`src/hdl/cpe_pkg.sv`:
```
`default_nettype none

package cpe_pkg;

    ////////////////////////////////////////////////////////////
    // array sizes
    ////////////////////////////////////////////////////////////

    // one real or imaginary part
    localparam int DATA_WIDTH   = 16;
    localparam int NUM_PE       = 4;
    // data words per PE, also samples per block
    localparam int REG_NUM      = 16;
    localparam int IMEM_DEPTH   = 8;
    // Q1.15 multiply scaling
    localparam int FRAC_BITS    = 15;
    // one slot per possible emit in a run
    localparam int GATHER_DEPTH = IMEM_DEPTH;
    // registered stages inside the complex ALU
    localparam int ALU_LATENCY  = 2;

    localparam int ADDR_WIDTH   = $clog2(REG_NUM);
    localparam int OP_WIDTH     = 2;

    ////////////////////////////////////////////////////////////
    // vector types
    ////////////////////////////////////////////////////////////

    // real part on top, imaginary below
    typedef logic [2*DATA_WIDTH-1:0]         cpx_t;
    typedef logic [$clog2(NUM_PE)-1:0]       pe_idx_t;
    typedef logic [ADDR_WIDTH-1:0]           addr_t;
    typedef logic [$clog2(IMEM_DEPTH)-1:0]   pc_t;
    typedef logic [OP_WIDTH-1:0]             op_t;
    typedef logic [OP_WIDTH+2+3*ADDR_WIDTH-1:0] inst_t;

    ////////////////////////////////////////////////////////////
    // instruction layout and opcodes
    ////////////////////////////////////////////////////////////

    // op | emit | wb | src a | src b | dst
    localparam int OP_LSB    = 2 + 3*ADDR_WIDTH;
    localparam int EMIT_BIT  = 1 + 3*ADDR_WIDTH;
    localparam int WB_BIT    = 3*ADDR_WIDTH;
    localparam int SRC_A_LSB = 2*ADDR_WIDTH;
    localparam int SRC_B_LSB = ADDR_WIDTH;
    localparam int DST_LSB   = 0;

    localparam op_t OP_HALT = 2'd0;
    localparam op_t OP_ADD  = 2'd1;
    localparam op_t OP_SUB  = 2'd2;
    localparam op_t OP_MUL  = 2'd3;

endpackage

`default_nettype wire
```
`src/hdl/cpe_sample_scatter.sv`:
```
`timescale 1ns/1ps
`default_nettype none

module cpe_sample_scatter (
    input  logic                         clk,
    input  logic                         rst_n,
    input  logic                         sample_v,
    input  cpe_pkg::cpx_t                sample,
    output logic [cpe_pkg::NUM_PE-1:0]   load_v,
    output cpe_pkg::cpx_t                load_data,
    output logic                         loading
);

    // position inside the current block
    cpe_pkg::addr_t  cnt;
    // PE receiving the current block
    cpe_pkg::pe_idx_t sel;

    always_ff @(posedge clk or negedge rst_n) begin
        if (!rst_n) begin
            load_v <= '0;
            cnt    <= '0;
            sel    <= '0;
        end else begin
            load_v <= '0;
            if (sample_v) begin
                load_v[sel] <= 1'b1;
                cnt         <= cnt + 1'b1;
                // 16th sample, next block goes to the next PE
                if (cnt == cpe_pkg::addr_t'(cpe_pkg::REG_NUM - 1)) begin
                    sel <= sel + 1'b1;
                end
            end
        end
    end

    // sample payload, shared by all PEs
    always_ff @(posedge clk) begin
        if (sample_v) begin
            load_data <= sample;
        end
    end

    // partial block, or a strobe still on its way out
    assign loading = (cnt != '0) | (|load_v);

endmodule

`default_nettype wire

```
`config.mk`:
```
export PLATFORM = sky130hd
export DESIGN_NAME = cpe_sample_scatter
export DESIGN_NICKNAME = d
export VERILOG_FILES = /design/src/hdl/cpe_pkg.sv /design/src/hdl/cpe_sample_scatter.sv
export SDC_FILE = /design/constraint.sdc
export NUM_CORES = 1
export LEC_CHECK = 0
export CORE_UTILIZATION = 59
export DETAILED_ROUTE_END_ITERATION = 8
export DONT_BUFFER_PORTS = 1
export PLACE_DENSITY_LB_ADDON = 0.05
export REMOVE_ABC_BUFFERS = 1
export SETUP_SLACK_MARGIN = 0.05
export SLEW_MARGIN = 5
export SYNTH_ARGS = -nofsm -noshare
export SYNTH_HDL_FRONTEND = slang
export SYNTH_SLANG_ARGS = --single-unit
```
`constraint.sdc`:
```
create_clock -name clk -period 1.5 [get_ports clk]
set_input_delay 0.15 -clock clk [delete_from_list [all_inputs] [get_ports clk]]
set_output_delay 0.15 -clock clk [all_outputs]
set_load 0.03 [all_outputs]
```
# Word level (Yosys, flattened, before mapping)
# Cells that the tools add are included.
# op_classes
n_bitwise,1
magnitude_cmp,2
n_addsub,2
muxes,3
eq_ne,1
n_reduce_logical,4
# op_table
operator,n
adder 4 x 1 -> 4 bit (second input constant),1
== test 4 bit (second input constant),1
two-way mux 4 bit,1
nonzero test 4 bit,1
OR reduction 4 bit,1
less-than comparator 2 x 3 -> 1 bit (second input constant),1
adder 2 x 1 -> 2 bit (second input constant),1
demux 1 bit (select 2 bit),1
>= comparator 2 x 1 -> 1 bit (second input constant),1
AND reduction 2 bit,1
logical AND 1 bit,1
two-way mux 1 bit,1
OR 1 bit,1
# word_totals
reg_bits,42

# Depth between registers and ports, before layout
# depth
word_depth,5
depth_mapped,4
mapped_depth_nobuf,4

# Worst setup path after synthesis
# OpenSTA, ideal clock, no wires.
# synth_timing
path_kind,register to output
start,register load_v[1] (netlist name)
end,output loading
path_buffers,0
arrival_ps,1062
path_slack_ps,288
stages_incl_launch_ff,3
required_time_ps,1350
path_cell_list,dfrtp_1 -> nor4_1 -> nand3_1
# synth_via
elab_chain_len,2
# synth_lines
item,line,source
from (decl),cpe_sample_scatter.sv:9,"output logic [cpe_pkg::NUM_PE-1:0] load_v,"
from (signal assigned),cpe_sample_scatter.sv:21,load_v <= '0;
from (signal assigned),cpe_sample_scatter.sv:25,load_v <= '0;
"from (signal, indexed assignment)",cpe_sample_scatter.sv:27,load_v[sel] <= 1'b1;
OR reduction 4 bit,cpe_sample_scatter.sv:45,assign loading = (cnt != '0) | (|load_v);
OR 1 bit,cpe_sample_scatter.sv:45,
to (decl),cpe_sample_scatter.sv:11,output logic loading
# No other way between the ends.

# Final worst setup path
# Ends and elaborated chain as after synthesis.

==> impl_metrics.json <==
{
  "dpl-instance-area_um2": 1500,
  "endpoint_kind": "output pin",
  "p_leak_uw": 0.000783,
  "tightest_slew_ps": 501,
  "grt_max_degree": 43,
  "grt_pass1_vias": 808,
  "fmax_mhz": 638,
  "clockBufferDepth": 2,
  "numCtsBuffers": 5,
  "critical_path.max_fanout": 2,
  "ant_nets": 0,
  "hold_violations": 0,
  "holdWs_ps": 137,
  "r2r_end": "sel[1]",
  "grt_first_pass_wirelength_mm": 4.43,
  "start_util": 0.636,
  "fin_nets": 158,
  "synth.distinct_cells": 16,
  "rsz0062_at_grt": "yes",
  "drc_errors": 0,
  "synthCells": 70,
  "via_per_inst": 5.53,
  "critical_path_class": "reg2out",
  "num_rows": 17,
  "wl_mm": 3.15,
  "drt_iter0_markers": 31,
  "p_per_area_nw_per_um2": 1520,
  "drv_cap": 0,
  "route.met2.wl_mm": 1.74,
  "status": "complete, but fails checks",
  "dp.cells": 102,
  "crit_start": "load_v[1]",
  "layoutNonFillerInstCount": 146,
  "yosysSeqAreaShare": 0.845,
  "fin_tns_setup_ps": -66.9,
  "avgRoutedWirePerCell_um": 21.6,
  "drt-pass1-iter-count": 4,
  "grtUsageTotal": 0.260,
  "r2r_setup_slack_ps": 230,
  "antenna_found_initial": 0,
  "die-area_um2": 2630,
  "syn_avg_cell_area_um2": 20.5,
  "fin_area_um2": 1950,
  "startpoint_type": "flip-flop",
  "die_y_um": 51.3,
  "fin_ws_ps": -66.9,
  "cp.arrival_ps": 1420,
  "max-slew-margin-rel": 0.665,
  "ys_ff_latch": 42,
  "cp.required_ps": 1350,
  "die_w_um": 51.3,
  "cts_sinks": 42,
  "mappedNetlistArea_um2": 1430,
  "place_congestion": 0.639,
  "grt.overflow.total": 0,
  "vdd_ir_drop_max_mv": 1.30,
  "ys_warn_count": 0,
  "r2r_cells": 3,
  "clk_pin_slew_worst_paths_ps": 120,
  "clk_latency_ps": 340,
  "nFillCells": 110,
  "cts_tree": "done",
  "crit_end": "loading",
  "fin_skew_ps": 9.29,
  "setup_viol": 1,
  "top_level_ports": 72,
  "final_layout_size_suffix_gt1_frac": 0.161,
  "layout.cells.most_common": "dlygate4sd3_1",
  "r2r_start": "cnt[0]",
  "violations": "negative setup slack",
  "slew_violations": 0,
  "diodes": 0,
  "layout_common_cells": "33 x dlygate4sd3_1, 32 x edfxtp_1, 10 x dfrtp_1",
  "utilization": 0.864,
  "areaGrowthSynthToFinish_pct": 35.9,
  "hpwl_mm": 1.61,
  "finalCriticalPeriod_ps": 1570,
  "min_path_type": "in2reg",
  "vias": 807,
  "cts_root_buf": "clkbuf_4",
  "cts_max_level": 2,
  "wirelength_met1_mm": 1.14,
  "io_buffer_count": 0,
  "finalCritPeriodShare": 1.04,
  "route.met3.wl_um": 237,
  "core_area_um2": 2250,
  "highest_layer": "met4"
}
## flip-flops by register name, indices dropped and copies added, names as in the netlist
register   flops
load_v         4
cnt            4
load_data     32
sel            2
## layout make-up
| class | count | area [um^2] | share of cell area |
|---|---|---|---|
| Timing Repair Buffer | 41 | 407 | 0.209 |
| Inverter | 4 | 15.0 | 0.00771 |
| Multi-Input combinational cell | 23 | 203 | 0.104 |
| Tap cell | 28 | 35.0 | 0.0180 |
| Clock buffer | 5 | 37.5 | 0.0193 |
| Sequential cell | 42 | 1210 | 0.622 |
| Clock inverter | 3 | 40.0 | 0.0206 |
## Yosys cell counts
cell / instances / area [um^2]
edfxtp_1: 32 / 961
dfrtp_1: 10 / 250
ha_1: 6 / 75.1
and2_1: 4 / 25.0
inv_1: 4 / 15.0
xnor2_1: 3 / 26.3
nand2_1: 2 / 7.51
buf_6: 1 / 11.3
mux2_4: 1 / 15.0
nand3_1: 1 / 5.00
nand4_1: 1 / 6.26
nand4_2: 1 / 12.5
nor2_1: 1 / 3.75
nor4_1: 1 / 6.26
o21ai_1: 1 / 5.00
xor2_1: 1 / 8.76
## per-layer routing
layer / vias to the layer above / global-route usage
li1: 345 / -
met1: 402 / 0.279
met2: 56 / 0.474
met3: 4 / 0.0863
met4: 0 / 0.0946
met5: - / 0
## timing repair
action | in CTS | in global routing
endpoints found under the hold margin | 83 | 0
pin swaps | 2 | 2
setup endpoints to repair | 1 | 1
resized for setup | 2 | 0
hold buffers | 34 | 0
setup buffers | 1 | 1
## where the power goes
group          total [uW]  internal (uW)  switching [uW]
clock                 699            346             354
sequential           1740           1440             300
combinational         527            260             267
## kinds of logic (layout without fill, tap and decap cells)
kind of cell,Yosys count,after routing,synth area share
buffers and inverters,5,53,0.0183
and+or+nand+nor,11,11,0.0462
AOI/OAI and AO/OA,1,1,0.00349
DFF,42,42,0.845
xor gates and xnor gates,4,4,0.0244
muxes,1,1,0.0105
adders and majority gates,6,6,0.0524
## through the flow
stage / total power [uW] / worst slack [ps]
after detailed placement: 2100 / 294
after CTS: 2920 / -17.2
final: 2970 / -66.9
after floorplan: 1970 / 288
after global routing: 3080 / -103
after global placement: 2070 / 337
## worst max-delay path: stages (launching register included)
cell	delay, ps
dfrtp_1	420
nor4_2	330
nand3_1	160
buf_6	170
## how the worst min path moves through the flow
stage	start	endpoint	slack [ps]	depth (start not counted)
2_1_floorplan	rst_n	cnt[0]	-150	0
3_3_place_gp	rst_n	cnt[1]	-150	0
3_5_place_dp	rst_n	cnt[0]	-150	0
4_1_cts	sample_v	cnt[0]	110	2
5_1_grt	sample_v	load_data[18]	140	1
6_report	sample_v	cnt[0]	140	2
Note: power is estimated with default switching activity, not from simulation.
