$ cat config.mk
export PLATFORM = sky130hd
export DESIGN_NAME = cpe_pe
export DESIGN_NICKNAME = d
export VERILOG_FILES = /design/src/hdl/cpe_pkg.sv /design/src/hdl/cpe_pe.sv /design/src/hdl/cpe_complex_alu.sv /design/src/hdl/cpe_data_mem.sv /design/src/hdl/cpe_inst_mem.sv
export SDC_FILE = /design/constraint.sdc
export NUM_CORES = 2
export LEC_CHECK = 0
export BUFFER_PORTS_ARGS = -buffer_cell sky130_fd_sc_hd__buf_2
export CORE_MARGIN = 2
export CORE_UTILIZATION = 40
export DETAILED_ROUTE_END_ITERATION = 8
export MAX_ROUTING_LAYER = met4
export REMOVE_ABC_BUFFERS = 1
export SYNTH_ARGS = -nofsm -noshare
export SYNTH_HDL_FRONTEND = slang
export SYNTH_SLANG_ARGS = --single-unit
$ cat constraint.sdc
create_clock -name clk -period 6.8 [get_ports clk]
set_clock_uncertainty 0.05 [all_clocks]
set_input_delay 1.36 -clock clk [delete_from_list [all_inputs] [get_ports clk]]
set_output_delay 1.36 -clock clk [all_outputs]
set_load 0.05 [all_outputs]
$ cat src/hdl/cpe_pkg.sv
`default_nettype none

package cpe_pkg;

    ////////////////////////////////////////////////////////////
    // array sizes
    ////////////////////////////////////////////////////////////

    // one real or imaginary part
    localparam int DATA_WIDTH   = 16;
    localparam int NUM_PE       = 4;
    // data words per PE, also samples per block
    localparam int REG_NUM      = 16;
    localparam int IMEM_DEPTH   = 8;
    // Q1.15 multiply scaling
    localparam int FRAC_BITS    = 15;
    // one slot per possible emit in a run
    localparam int GATHER_DEPTH = IMEM_DEPTH;
    // registered stages inside the complex ALU
    localparam int ALU_LATENCY  = 2;

    localparam int ADDR_WIDTH   = $clog2(REG_NUM);
    localparam int OP_WIDTH     = 2;

    ////////////////////////////////////////////////////////////
    // vector types
    ////////////////////////////////////////////////////////////

    // real part on top, imaginary below
    typedef logic [2*DATA_WIDTH-1:0]         cpx_t;
    typedef logic [$clog2(NUM_PE)-1:0]       pe_idx_t;
    typedef logic [ADDR_WIDTH-1:0]           addr_t;
    typedef logic [$clog2(IMEM_DEPTH)-1:0]   pc_t;
    typedef logic [OP_WIDTH-1:0]             op_t;
    typedef logic [OP_WIDTH+2+3*ADDR_WIDTH-1:0] inst_t;

    ////////////////////////////////////////////////////////////
    // instruction layout and opcodes
    ////////////////////////////////////////////////////////////

    // op | emit | wb | src a | src b | dst
    localparam int OP_LSB    = 2 + 3*ADDR_WIDTH;
    localparam int EMIT_BIT  = 1 + 3*ADDR_WIDTH;
    localparam int WB_BIT    = 3*ADDR_WIDTH;
    localparam int SRC_A_LSB = 2*ADDR_WIDTH;
    localparam int SRC_B_LSB = ADDR_WIDTH;
    localparam int DST_LSB   = 0;

    localparam op_t OP_HALT = 2'd0;
    localparam op_t OP_ADD  = 2'd1;
    localparam op_t OP_SUB  = 2'd2;
    localparam op_t OP_MUL  = 2'd3;

endpackage

`default_nettype wire
$ cat src/hdl/cpe_pe.sv
`timescale 1ns/1ps
`default_nettype none

module cpe_pe (
    input  logic           clk,
    input  logic           rst_n,
    input  logic           load_v,
    input  cpe_pkg::cpx_t  load_data,
    input  logic           inst_v,
    input  cpe_pkg::inst_t inst,
    output logic           res_v,
    output cpe_pkg::cpx_t  res_data,
    output logic           active
);

    typedef enum logic [1:0] {
        ST_IDLE,
        ST_LOAD,
        ST_RUN
    } state_t;

    state_t         state;
    // next data word to fill during block load
    cpe_pkg::addr_t load_cnt;
    logic           start;

    // decoded current slot
    cpe_pkg::inst_t cur_inst;
    logic           last_slot;
    cpe_pkg::op_t   cur_op;
    logic           cur_emit;
    logic           cur_wb;
    cpe_pkg::addr_t src_a;
    cpe_pkg::addr_t src_b;
    cpe_pkg::addr_t dst;
    logic           halt;
    logic           hazard;
    logic           issue;

    // shadow of issued instructions, index 0 is the newest
    logic [cpe_pkg::ALU_LATENCY:0] fl_v;
    logic [cpe_pkg::ALU_LATENCY:0] fl_wb;
    logic [cpe_pkg::ALU_LATENCY:0] fl_emit;
    cpe_pkg::addr_t                fl_dst [cpe_pkg::ALU_LATENCY+1];
    cpe_pkg::op_t                  op_d;

    // data memory and ALU hookup
    logic           wb_now;
    logic           wren;
    cpe_pkg::addr_t waddr;
    cpe_pkg::cpx_t  wdata;
    cpe_pkg::cpx_t  rdata_a;
    cpe_pkg::cpx_t  rdata_b;
    logic           alu_v;
    cpe_pkg::cpx_t  alu_out;

    ////////////////////////////////////////////////////////////
    // decode and hazard check
    ////////////////////////////////////////////////////////////

    assign cur_op   = cur_inst[cpe_pkg::OP_LSB +: cpe_pkg::OP_WIDTH];
    assign cur_emit = cur_inst[cpe_pkg::EMIT_BIT];
    assign cur_wb   = cur_inst[cpe_pkg::WB_BIT];
    assign src_a    = cur_inst[cpe_pkg::SRC_A_LSB +: cpe_pkg::ADDR_WIDTH];
    assign src_b    = cur_inst[cpe_pkg::SRC_B_LSB +: cpe_pkg::ADDR_WIDTH];
    assign dst      = cur_inst[cpe_pkg::DST_LSB +: cpe_pkg::ADDR_WIDTH];
    assign halt     = (cur_op == cpe_pkg::OP_HALT);

    // any in-flight write-back to a source blocks issue
    always_comb begin
        hazard = 1'b0;
        for (int k = 0; k <= cpe_pkg::ALU_LATENCY; k++) begin
            if (fl_wb[k] && ((fl_dst[k] == src_a) || (fl_dst[k] == src_b))) begin
                hazard = 1'b1;
            end
        end
    end

    assign issue = (state == ST_RUN) && !halt && !hazard;

    // 16th sample of the block
    assign start = load_v && (load_cnt == cpe_pkg::addr_t'(cpe_pkg::REG_NUM - 1));

    ////////////////////////////////////////////////////////////
    // run state machine
    ////////////////////////////////////////////////////////////

    always_ff @(posedge clk or negedge rst_n) begin
        if (!rst_n) begin
            state    <= ST_IDLE;
            load_cnt <= '0;
        end else begin
            case (state)
                ST_IDLE, ST_LOAD: begin
                    if (load_v) begin
                        load_cnt <= load_cnt + 1'b1;
                        state    <= start ? ST_RUN : ST_LOAD;
                    end
                end
                default: begin
                    // halt or last slot issued
                    if (halt || (issue && last_slot)) begin
                        state <= ST_IDLE;
                    end
                end
            endcase
        end
    end

    // valid, write-back and emit bits follow the ALU stages
    always_ff @(posedge clk or negedge rst_n) begin
        if (!rst_n) begin
            fl_v    <= '0;
            fl_wb   <= '0;
            fl_emit <= '0;
        end else begin
            fl_v    <= {fl_v[cpe_pkg::ALU_LATENCY-1:0], issue};
            fl_wb   <= {fl_wb[cpe_pkg::ALU_LATENCY-1:0], issue & cur_wb};
            fl_emit <= {fl_emit[cpe_pkg::ALU_LATENCY-1:0], issue & cur_emit};
        end
    end

    // payload side only matters under the valid bits
    always_ff @(posedge clk) begin
        op_d      <= cur_op;
        fl_dst[0] <= dst;
        for (int k = 1; k <= cpe_pkg::ALU_LATENCY; k++) begin
            fl_dst[k] <= fl_dst[k-1];
        end
    end

    ////////////////////////////////////////////////////////////
    // write-back and emit
    ////////////////////////////////////////////////////////////

    assign wb_now   = alu_v & fl_wb[cpe_pkg::ALU_LATENCY];
    assign res_v    = alu_v & fl_emit[cpe_pkg::ALU_LATENCY];
    assign res_data = alu_out;

    // block load and write-back share the one write port
    assign wren  = load_v | wb_now;
    assign waddr = load_v ? load_cnt : fl_dst[cpe_pkg::ALU_LATENCY];
    assign wdata = load_v ? load_data : alu_out;

    // partial block, run, or results still in the pipe
    assign active = (state != ST_IDLE) | (|fl_v);

    cpe_inst_mem u_imem (
        .clk       (clk),
        .rst_n     (rst_n),
        .inst_v    (inst_v),
        .inst      (inst),
        .start     (start),
        .advance   (issue),
        .cur_inst  (cur_inst),
        .last_slot (last_slot)
    );

    cpe_data_mem u_dmem (
        .clk     (clk),
        .rst_n   (rst_n),
        .wren    (wren),
        .waddr   (waddr),
        .wdata   (wdata),
        .rden    (issue),
        .raddr_a (src_a),
        .raddr_b (src_b),
        .rdata_a (rdata_a),
        .rdata_b (rdata_b)
    );

    cpe_complex_alu u_alu (
        .clk    (clk),
        .rst_n  (rst_n),
        .op_v   (fl_v[0]),
        .op     (op_d),
        .din_a  (rdata_a),
        .din_b  (rdata_b),
        .dout_v (alu_v),
        .dout   (alu_out)
    );

    // scatter must not refill a running PE
    a_no_load_in_run: assert property (
        @(posedge clk) disable iff (!rst_n) !(load_v && (state == ST_RUN))
    ) else $error("sample loaded while PE is running");

endmodule

`default_nettype wire

$ cat src/hdl/cpe_complex_alu.sv
`timescale 1ns/1ps
`default_nettype none

module cpe_complex_alu (
    input  logic          clk,
    input  logic          rst_n,
    input  logic          op_v,
    input  cpe_pkg::op_t  op,
    input  cpe_pkg::cpx_t din_a,
    input  cpe_pkg::cpx_t din_b,
    output logic          dout_v,
    output cpe_pkg::cpx_t dout
);

    // operand parts
    logic signed [cpe_pkg::DATA_WIDTH-1:0] a_re;
    logic signed [cpe_pkg::DATA_WIDTH-1:0] a_im;
    logic signed [cpe_pkg::DATA_WIDTH-1:0] b_re;
    logic signed [cpe_pkg::DATA_WIDTH-1:0] b_im;

    // stage one
    logic                                    v1;
    logic                                    mul1;
    logic signed [2*cpe_pkg::DATA_WIDTH-1:0] p_rr;
    logic signed [2*cpe_pkg::DATA_WIDTH-1:0] p_ii;
    logic signed [2*cpe_pkg::DATA_WIDTH-1:0] p_ri;
    logic signed [2*cpe_pkg::DATA_WIDTH-1:0] p_ir;
    logic        [cpe_pkg::DATA_WIDTH-1:0]   sum_re;
    logic        [cpe_pkg::DATA_WIDTH-1:0]   sum_im;

    // full precision multiply sums, one guard bit
    logic signed [2*cpe_pkg::DATA_WIDTH:0]   re_full;
    logic signed [2*cpe_pkg::DATA_WIDTH:0]   im_full;

    assign a_re = din_a[cpe_pkg::DATA_WIDTH +: cpe_pkg::DATA_WIDTH];
    assign a_im = din_a[0 +: cpe_pkg::DATA_WIDTH];
    assign b_re = din_b[cpe_pkg::DATA_WIDTH +: cpe_pkg::DATA_WIDTH];
    assign b_im = din_b[0 +: cpe_pkg::DATA_WIDTH];

    ////////////////////////////////////////////////////////////
    // stage one, partial products and part sums
    ////////////////////////////////////////////////////////////

    always_ff @(posedge clk or negedge rst_n) begin
        if (!rst_n) begin
            v1 <= 1'b0;
        end else begin
            v1 <= op_v;
        end
    end

    always_ff @(posedge clk) begin
        if (op_v) begin
            mul1 <= (op == cpe_pkg::OP_MUL);
            p_rr <= a_re * b_re;
            p_ii <= a_im * b_im;
            p_ri <= a_re * b_im;
            p_ir <= a_im * b_re;
            // add and sub wrap at 16 bits
            if (op == cpe_pkg::OP_SUB) begin
                sum_re <= a_re - b_re;
                sum_im <= a_im - b_im;
            end else begin
                sum_re <= a_re + b_re;
                sum_im <= a_im + b_im;
            end
        end
    end

    ////////////////////////////////////////////////////////////
    // stage two, combine, scale, truncate
    ////////////////////////////////////////////////////////////

    // (ar*br - ai*bi) and (ar*bi + ai*br)
    assign re_full = p_rr - p_ii;
    assign im_full = p_ri + p_ir;

    always_ff @(posedge clk or negedge rst_n) begin
        if (!rst_n) begin
            dout_v <= 1'b0;
        end else begin
            dout_v <= v1;
        end
    end

    // slice at FRAC_BITS is the arithmetic shift, then low 16 bits kept
    always_ff @(posedge clk) begin
        if (v1) begin
            if (mul1) begin
                dout <= {re_full[cpe_pkg::FRAC_BITS +: cpe_pkg::DATA_WIDTH],
                         im_full[cpe_pkg::FRAC_BITS +: cpe_pkg::DATA_WIDTH]};
            end else begin
                dout <= {sum_re, sum_im};
            end
        end
    end

endmodule

`default_nettype wire

$ cat src/hdl/cpe_data_mem.sv
`timescale 1ns/1ps
`default_nettype none

module cpe_data_mem (
    input  logic           clk,
    input  logic           rst_n,
    input  logic           wren,
    input  cpe_pkg::addr_t waddr,
    input  cpe_pkg::cpx_t  wdata,
    input  logic           rden,
    input  cpe_pkg::addr_t raddr_a,
    input  cpe_pkg::addr_t raddr_b,
    output cpe_pkg::cpx_t  rdata_a,
    output cpe_pkg::cpx_t  rdata_b
);

    // 16 complex words
    cpe_pkg::cpx_t regs [cpe_pkg::REG_NUM];

    // single write port, shared by block load and write-back
    always_ff @(posedge clk) begin
        if (wren) begin
            regs[waddr] <= wdata;
        end
    end

    // two registered read ports
    // no bypass, a write shows up one cycle later
    always_ff @(posedge clk or negedge rst_n) begin
        if (!rst_n) begin
            rdata_a <= '0;
            rdata_b <= '0;
        end else if (rden) begin
            rdata_a <= regs[raddr_a];
            rdata_b <= regs[raddr_b];
        end
    end

endmodule

`default_nettype wire

$ cat src/hdl/cpe_inst_mem.sv
`timescale 1ns/1ps
`default_nettype none

module cpe_inst_mem (
    input  logic           clk,
    input  logic           rst_n,
    input  logic           inst_v,
    input  cpe_pkg::inst_t inst,
    input  logic           start,
    input  logic           advance,
    output cpe_pkg::inst_t cur_inst,
    output logic           last_slot
);

    // program slots, no reset needed
    cpe_pkg::inst_t mem [cpe_pkg::IMEM_DEPTH];

    cpe_pkg::pc_t wptr;
    cpe_pkg::pc_t wslot;
    cpe_pkg::pc_t pc;
    logic         inst_v_d;

    // a load burst always begins at slot 0
    assign wslot = inst_v_d ? wptr : '0;

    always_ff @(posedge clk or negedge rst_n) begin
        if (!rst_n) begin
            wptr     <= '0;
            inst_v_d <= 1'b0;
        end else begin
            inst_v_d <= inst_v;
            if (inst_v) begin
                wptr <= wslot + 1'b1;
            end
        end
    end

    always_ff @(posedge clk) begin
        if (inst_v) begin
            mem[wslot] <= inst;
        end
    end

    // program counter
    // start wins over advance
    always_ff @(posedge clk or negedge rst_n) begin
        if (!rst_n) begin
            pc <= '0;
        end else if (start) begin
            pc <= '0;
        end else if (advance) begin
            pc <= pc + 1'b1;
        end
    end

    assign cur_inst  = mem[pc];
    assign last_slot = (pc == cpe_pkg::pc_t'(cpe_pkg::IMEM_DEPTH - 1));

    // broadcast program must not change under a running PE
    a_no_load_while_running: assert property (
        @(posedge clk) disable iff (!rst_n) !(inst_v && advance)
    ) else $error("instruction load while PE is issuing");

endmodule

`default_nettype wire

# ---- After elaboration in Yosys (flattened, before gate mapping)
# Memory sizes are Yosys's and may differ from the RTL's. A register that Yosys moved wholly into a read port is not among the register bits.
# Cells that the tools add are included.
dict set report word_totals {
  register_bits 215
  ramBits 652
  input_bits 52
  out_inout_bits 34
  word_cells 97
  mem_count 3
}
# name depth word_bits rd rd_ports_with_merged_regs write_ports line_no
set mem_list {}
lappend mem_list {u_dmem.regs 16 32 2 2 1 cpe_data_mem.sv:18} ;# cpe_pkg::cpx_t regs [cpe_pkg::REG_NUM];
lappend mem_list {u_imem.mem 8 16 1 0 1 cpe_inst_mem.sv:16} ;# cpe_pkg::inst_t mem [cpe_pkg::IMEM_DEPTH];
lappend mem_list {fl_dst 3 4 3 0 3 cpe_pe.sv:44} ;# cpe_pkg::addr_t fl_dst [cpe_pkg::ALU_LATENCY+1];
dict set report op_classes {
  add_sub_neg 9
  mul 4
  n_eq_ne 13
  n_mux 19
  bitwise 6
  reduce_logical 24
}
# operator n
set op_table {}
lappend op_table {{multiplier 16 x 16 -> 31 bit} 4}
lappend op_table {{two-way mux 32 bit} 2}
lappend op_table {{adder 16 bit} 2}
lappend op_table {{two-way mux 16 bit} 2}
lappend op_table {{subtractor 16 bit} 2}
lappend op_table {{adder 31 bit} 1}
lappend op_table {{subtractor 31 bit} 1}
lappend op_table {{== test 4 bit} 6}
lappend op_table {{two-way mux 3 bit} 3}
lappend op_table {{two-way mux 2 bit} 4}
lappend op_table {{logical AND 1 bit} 7}
lappend op_table {{two-way mux 1 bit} 7}
lappend op_table {{adder 3 x 1 -> 3 bit, second input constant} 2}
lappend op_table {{== test 2 bit, second input constant} 3}
lappend op_table {{nonzero test 2 bit} 3}
lappend op_table {{adder 4 x 1 -> 4 bit, second input constant} 1}
lappend op_table {{bitwise AND 1 bit} 4}
lappend op_table {{== test 4 bit, second input constant} 1}
lappend op_table {{zero test 1 bit} 4}
lappend op_table {{zero test 2 bit} 2}
lappend op_table {{logical OR 1 bit} 4}
lappend op_table {{two-way mux 4 bit} 1}
lappend op_table {{AND reduction 2 bit} 2}
lappend op_table {{== test 3 bit, second input constant} 1}
lappend op_table {{other kinds (5)} 6}

# ---- Logic depth before layout (Yosys ltp)
# An unclocked memory read counts as a cell.
dict set report depth {
  depth_word 13
  ltp_mapped 25
  depth_no_buf 23
}

# ---- Modules after synthesis
# A second synthesis with hierarchy kept.
dict set report hier_totals {
  hier_cells 6635
  hier_area_um2 80567.3
}
# module instances cells_each area_per_inst_um2 seq_area_each_um2
set modules_own_cells {}
lappend modules_own_cells {cpe_complex_alu 1 5064 48335.1 5725.5}
lappend modules_own_cells {cpe_data_mem 1 1217 25420.6 16976.3}
lappend modules_own_cells {cpe_inst_mem 1 224 5276.3 4018.9}
lappend modules_own_cells {cpe_pe 1 130 1535.2 655.6}

# ---- Least setup slack after synthesis
# OpenSTA, ideal clock, no wires.
dict set report synth_path {
  path_type {register to register}
  startpoint {reg u_dmem.rdata_a[31] (read register of u_dmem.regs)}
  endpoint {reg u_alu.p_ri[29] in the netlist's numbering, data pin}
  setup_time_ps 195
  t_arrival_ps 6485
  t_required_ps 6555
  slack_ps 70
  path_stages_with_launch 26
  path_buffers 3
  period_less_slack_ps 6730
  cell_sequence {dfrtp_1 -> clkbuf_1 -> clkbuf_1 -> nand2_1 -> inv_1 -> fa_1 -> inv_1 -> fa_1 -> inv_1 -> fa_1 -> fa_1 -> fa_1 -> inv_1 -> fa_1 -> inv_1 -> ha_1 -> clkbuf_1 -> nand3_1 -> nor3_1 -> a221oi_1 -> o21ai_0 -> a21oi_1 -> o21ai_1 -> o31ai_1 -> or4b_1 -> o311ai_0}
}
dict set report synth_between {
  elab_chain_cells 1
}
# element line_no
set synth_lines {}
lappend synth_lines {{start, declared} cpe_data_mem.sv:13} ;# output cpe_pkg::cpx_t rdata_a,
lappend synth_lines {{multiplier 16 x 16 -> 31 bit} cpe_complex_alu.sv:57} ;# p_ri <= a_re * b_im;
lappend synth_lines {{end signal, assigned} cpe_complex_alu.sv:57}
lappend synth_lines {{end, declared} cpe_complex_alu.sv:26} ;# logic signed [2*cpe_pkg::DATA_WIDTH-1:0] p_ri;
# Every way passes these cells.
# A chain may end at the register's enable or synchronous reset.

# ---- Worst setup path in the final report
dict set report layout_path {
  startpoint {reg u_dmem.rdata_a[22] (read register of u_dmem.regs)}
  endpoint {reg u_alu.p_rr[30] in the netlist's numbering, data pin}
}
dict set report layout_between {
  elab_chain_cells 1
}
# element line_no
set layout_lines {}
lappend layout_lines {{multiplier 16 x 16 -> 31 bit} cpe_complex_alu.sv:55} ;# p_rr <= a_re * b_re;
lappend layout_lines {{end signal, assigned} cpe_complex_alu.sv:55}
lappend layout_lines {{end, declared} cpe_complex_alu.sv:24} ;# logic signed [2*cpe_pkg::DATA_WIDTH-1:0] p_rr;
# Every way passes these cells.

==> flow_metrics.py <==
metrics = {
    "run_status": {
        "status": "completed",
    },
    "critical_path": {
        "crit_path_max_incr_delay_ps": 540,
        "cpMaxStageDelayCell": "fa_1",
        "critical_path.top_delay_family": "adder cells",
        "worst_path_most_repeated_cell": "fa_1",
        "worst-path-max-fanout": 9,
        "criticalPathCategory": "register to register",
        "critPathArrivalTime_ps": 7100,
        "crit_required_ps": 7240,
        "crit_path_start_kind": "register",
        "cp-end-kind": "register",
        "path_buf_inv": 8,
    },
    "logic_synthesis": {
        "dominantRegCellSynth": "edfxtp_1",
        "synth_largest_area_cell": "edfxtp_1",
        "ys_warn_count": 0,
        "ys_seq_area_share_pct": 33.06,
        "synth_edf_count": 829,
        "synth_area_leaders": "edfxtp_1, fa_1, ha_1, inv_1, nand2_1",
        "async_reset_ff_share_pct": 9.257,
        "syn_area_per_cell_um2": 10.58,
        "syn-cell-area_um2": 82660,
        "ys_ff_latch": 929,
        "synthCells": 7811,
        "synth_top_area_share_pct": 30.12,
        "ys_types": 76,
    },
    "floorplanning": {
        "die_width_um": 458.6,
        "die_area_um2": 210300,
        "io_pins": 86,
        "die_h_um": 458.6,
        "core-area_um2": 205000,
        "rows": 166,
        "start_util_pct": 40.32,
    },
    "global_routing": {
        "grt_pass1_wl_um": 383300,
        "grt_usage_pct": 24.94,
        "overflow": 0,
        "grt_pass1_vias": 61120,
        "antenna_found_initial": 11,
        "grt_max_degree": 153,
    },
    "power": {
        "p_total_mw": 42.65,
        "power_density_nw_per_um2": 462.4,
        "cellLeakagePower_nw": 41.04,
        "worst_ir_drop_vdd_mv": 0.5455,
    },
    "routing": {
        "drt-initial-drc-count": 5952,
        "wl_um": 251800,
        "ant_nets": 0,
        "route.detailed.drc": 0,
        "routedWlPerCell_um": 23.46,
        "vias": 59110,
        "first_pass_iters": 6,
        "vias_per_cell": 5.505,
    },
    "final_layout": {
        "layoutNonFillerInstCount": 10740,
        "final_common_cell": "inv_1",
        "syn2layout_area_growth_pct": 11.60,
        "mostFrequentLayoutCells": "inv_1, nand2_1, fa_1",
        "drive_gt1_share_pct": 10.96,
        "nNetsFinal": 9438,
        "regArea_um2": 27360,
        "final.fill_count": 18980,
        "multi_input_area_um2": 49420,
    },
    "clock_tree": {
        "cts_buffer_depth": 3,
        "insertion_delay_ps": 800,
        "path_clk_slew_ps": 60,
        "cts_max_level": 3,
        "cts_root_buffer": "clkbuf_16",
        "tritoncts": "built",
        "cts.sinks": 929,
        "cts_buffers": 110,
    },
    "timing": {
        "fin_crit_sh_pct": 97.94,
        "finalSetupViolations": 0,
        "slew_headroom_pct": 12.15,
        "worst_slew_pin_slew_ps": 1304,
        "max_clock_freq_mhz": 150.2,
        "finalWorstSetupSlack_ps": 140.2,
        "drv_slew": 0,
        "hold_viol": 0,
        "min_period_ps": 6660,
    },
    "place": {
        "pre_cts_ws_ps": -527.0,
        "place_inst": 10500,
        "place_hpwl_um": 181800,
        "gp_congestion": 0.9290,
        "port_buffers": 85,
    },
    "run": {
        "drv_cap": 0,
    },
    "min_path": {
        "hold_path_class": "register to register",
    },
}
==> Yosys cell counts, drive strengths merged (110+ instances only) <==
cell,count
edfxtp,829
fa,1026
a211oi,170
a311oi,130
nand2,1220
clkbuf,340
buf,110
nor2,178
mux2i,143
nand3,171
xnor2,184
and2,538
inv,1223
a21oi,129
ha,416
==> metrics by stage <==
step                cell area, µm²  util, %  hold slack, ps  setup TNS, ps
CTS                          91760    44.76           300.7              0
floorplan                    80720        -           281.2        -914120
finish                       92250    45.00           299.9              0
global placement             88040    42.95           283.8          -2903
global route                 92240    45.00           303.1         -54.18
detailed placement           88040    42.95           288.1          -4202
==> cell type report <==
cell class	instances	area share [%]
multi-input cells	5207	53.58
flip-flops and latches	929	29.66
inverters	1225	4.989
repair buffers	471	4.216
well taps	2688	3.646
clock buffers	135	3.107
clock inverters	73	0.7853
diodes	8	0.02170
==> state kept, by name, summed over array words and instances (netlist names), 12 cells and up <==
signal / count
u_alu.p_rr: 31
u_imem.mem: 128
u_alu.p_ir: 31
u_dmem.rdata_b: 32
u_alu.p_ri: 31
fl_dst: 12
u_alu.sum_re: 16
u_dmem.rdata_a: 32
u_alu.dout: 32
u_dmem.regs: 512
u_alu.p_ii: 31
u_alu.sum_im: 16
==> cells by family (layout without fill, tap and decap cells) <==
logic type | Yosys count | after routing | synth area share, %
AOI/OAI and AO/OA | 878 | 878 | 7.520
xor gates and xnor gates | 237 | 237 | 2.511
adders and majority gates | 1442 | 1442 | 31.15
buffers and inverters | 1675 | 1904 | 7.907
DFF | 929 | 929 | 33.06
muxes | 268 | 268 | 4.340
other | 0 | 8 | 0
and+or+nand+nor | 2382 | 2382 | 13.52
==> repair_timing <==
item,CTS,global route
buffers inserted,3,15
pin swaps,6,19
hold buffers,0,0
endpoints found under the setup margin,21,27
gates resized for setup,33,82
==> routing by layer <==
metal	GRT usage (%)	vias to the layer above	wire [µm]
met4	11.56	0	13610
li1	-	25920	-
met5	-	-	0
met3	3.887	464	20130
met2	37.28	2518	112900
met1	33.42	30200	105200
==> worst paths after layout <==
kind,from,end,slack [ps],cells past startpoint
setup / recovery,u_dmem.rdata_a[22],u_alu.p_rr[30],140,25
hold / removal,fl_emit[1],fl_emit[2],300,0
setup reg to reg,u_dmem.rdata_a[22],u_alu.p_rr[30],140,25
hold reg to reg,fl_emit[1],fl_emit[2],300,0
max in group asynchronous,rst_n,u_dmem.rdata_b[21],4950,2
min in group asynchronous,rst_n,u_imem.pc[2],390,1
==> power by group <==
group	total, mW	internal [mW]	switching (mW)
sequential	8.18	7.53	0.651
combinational	28.5	10.9	17.6
clock	5.98	3.39	2.60
total	42.7	21.8	20.8
Power figures use the tool's default switching activity.
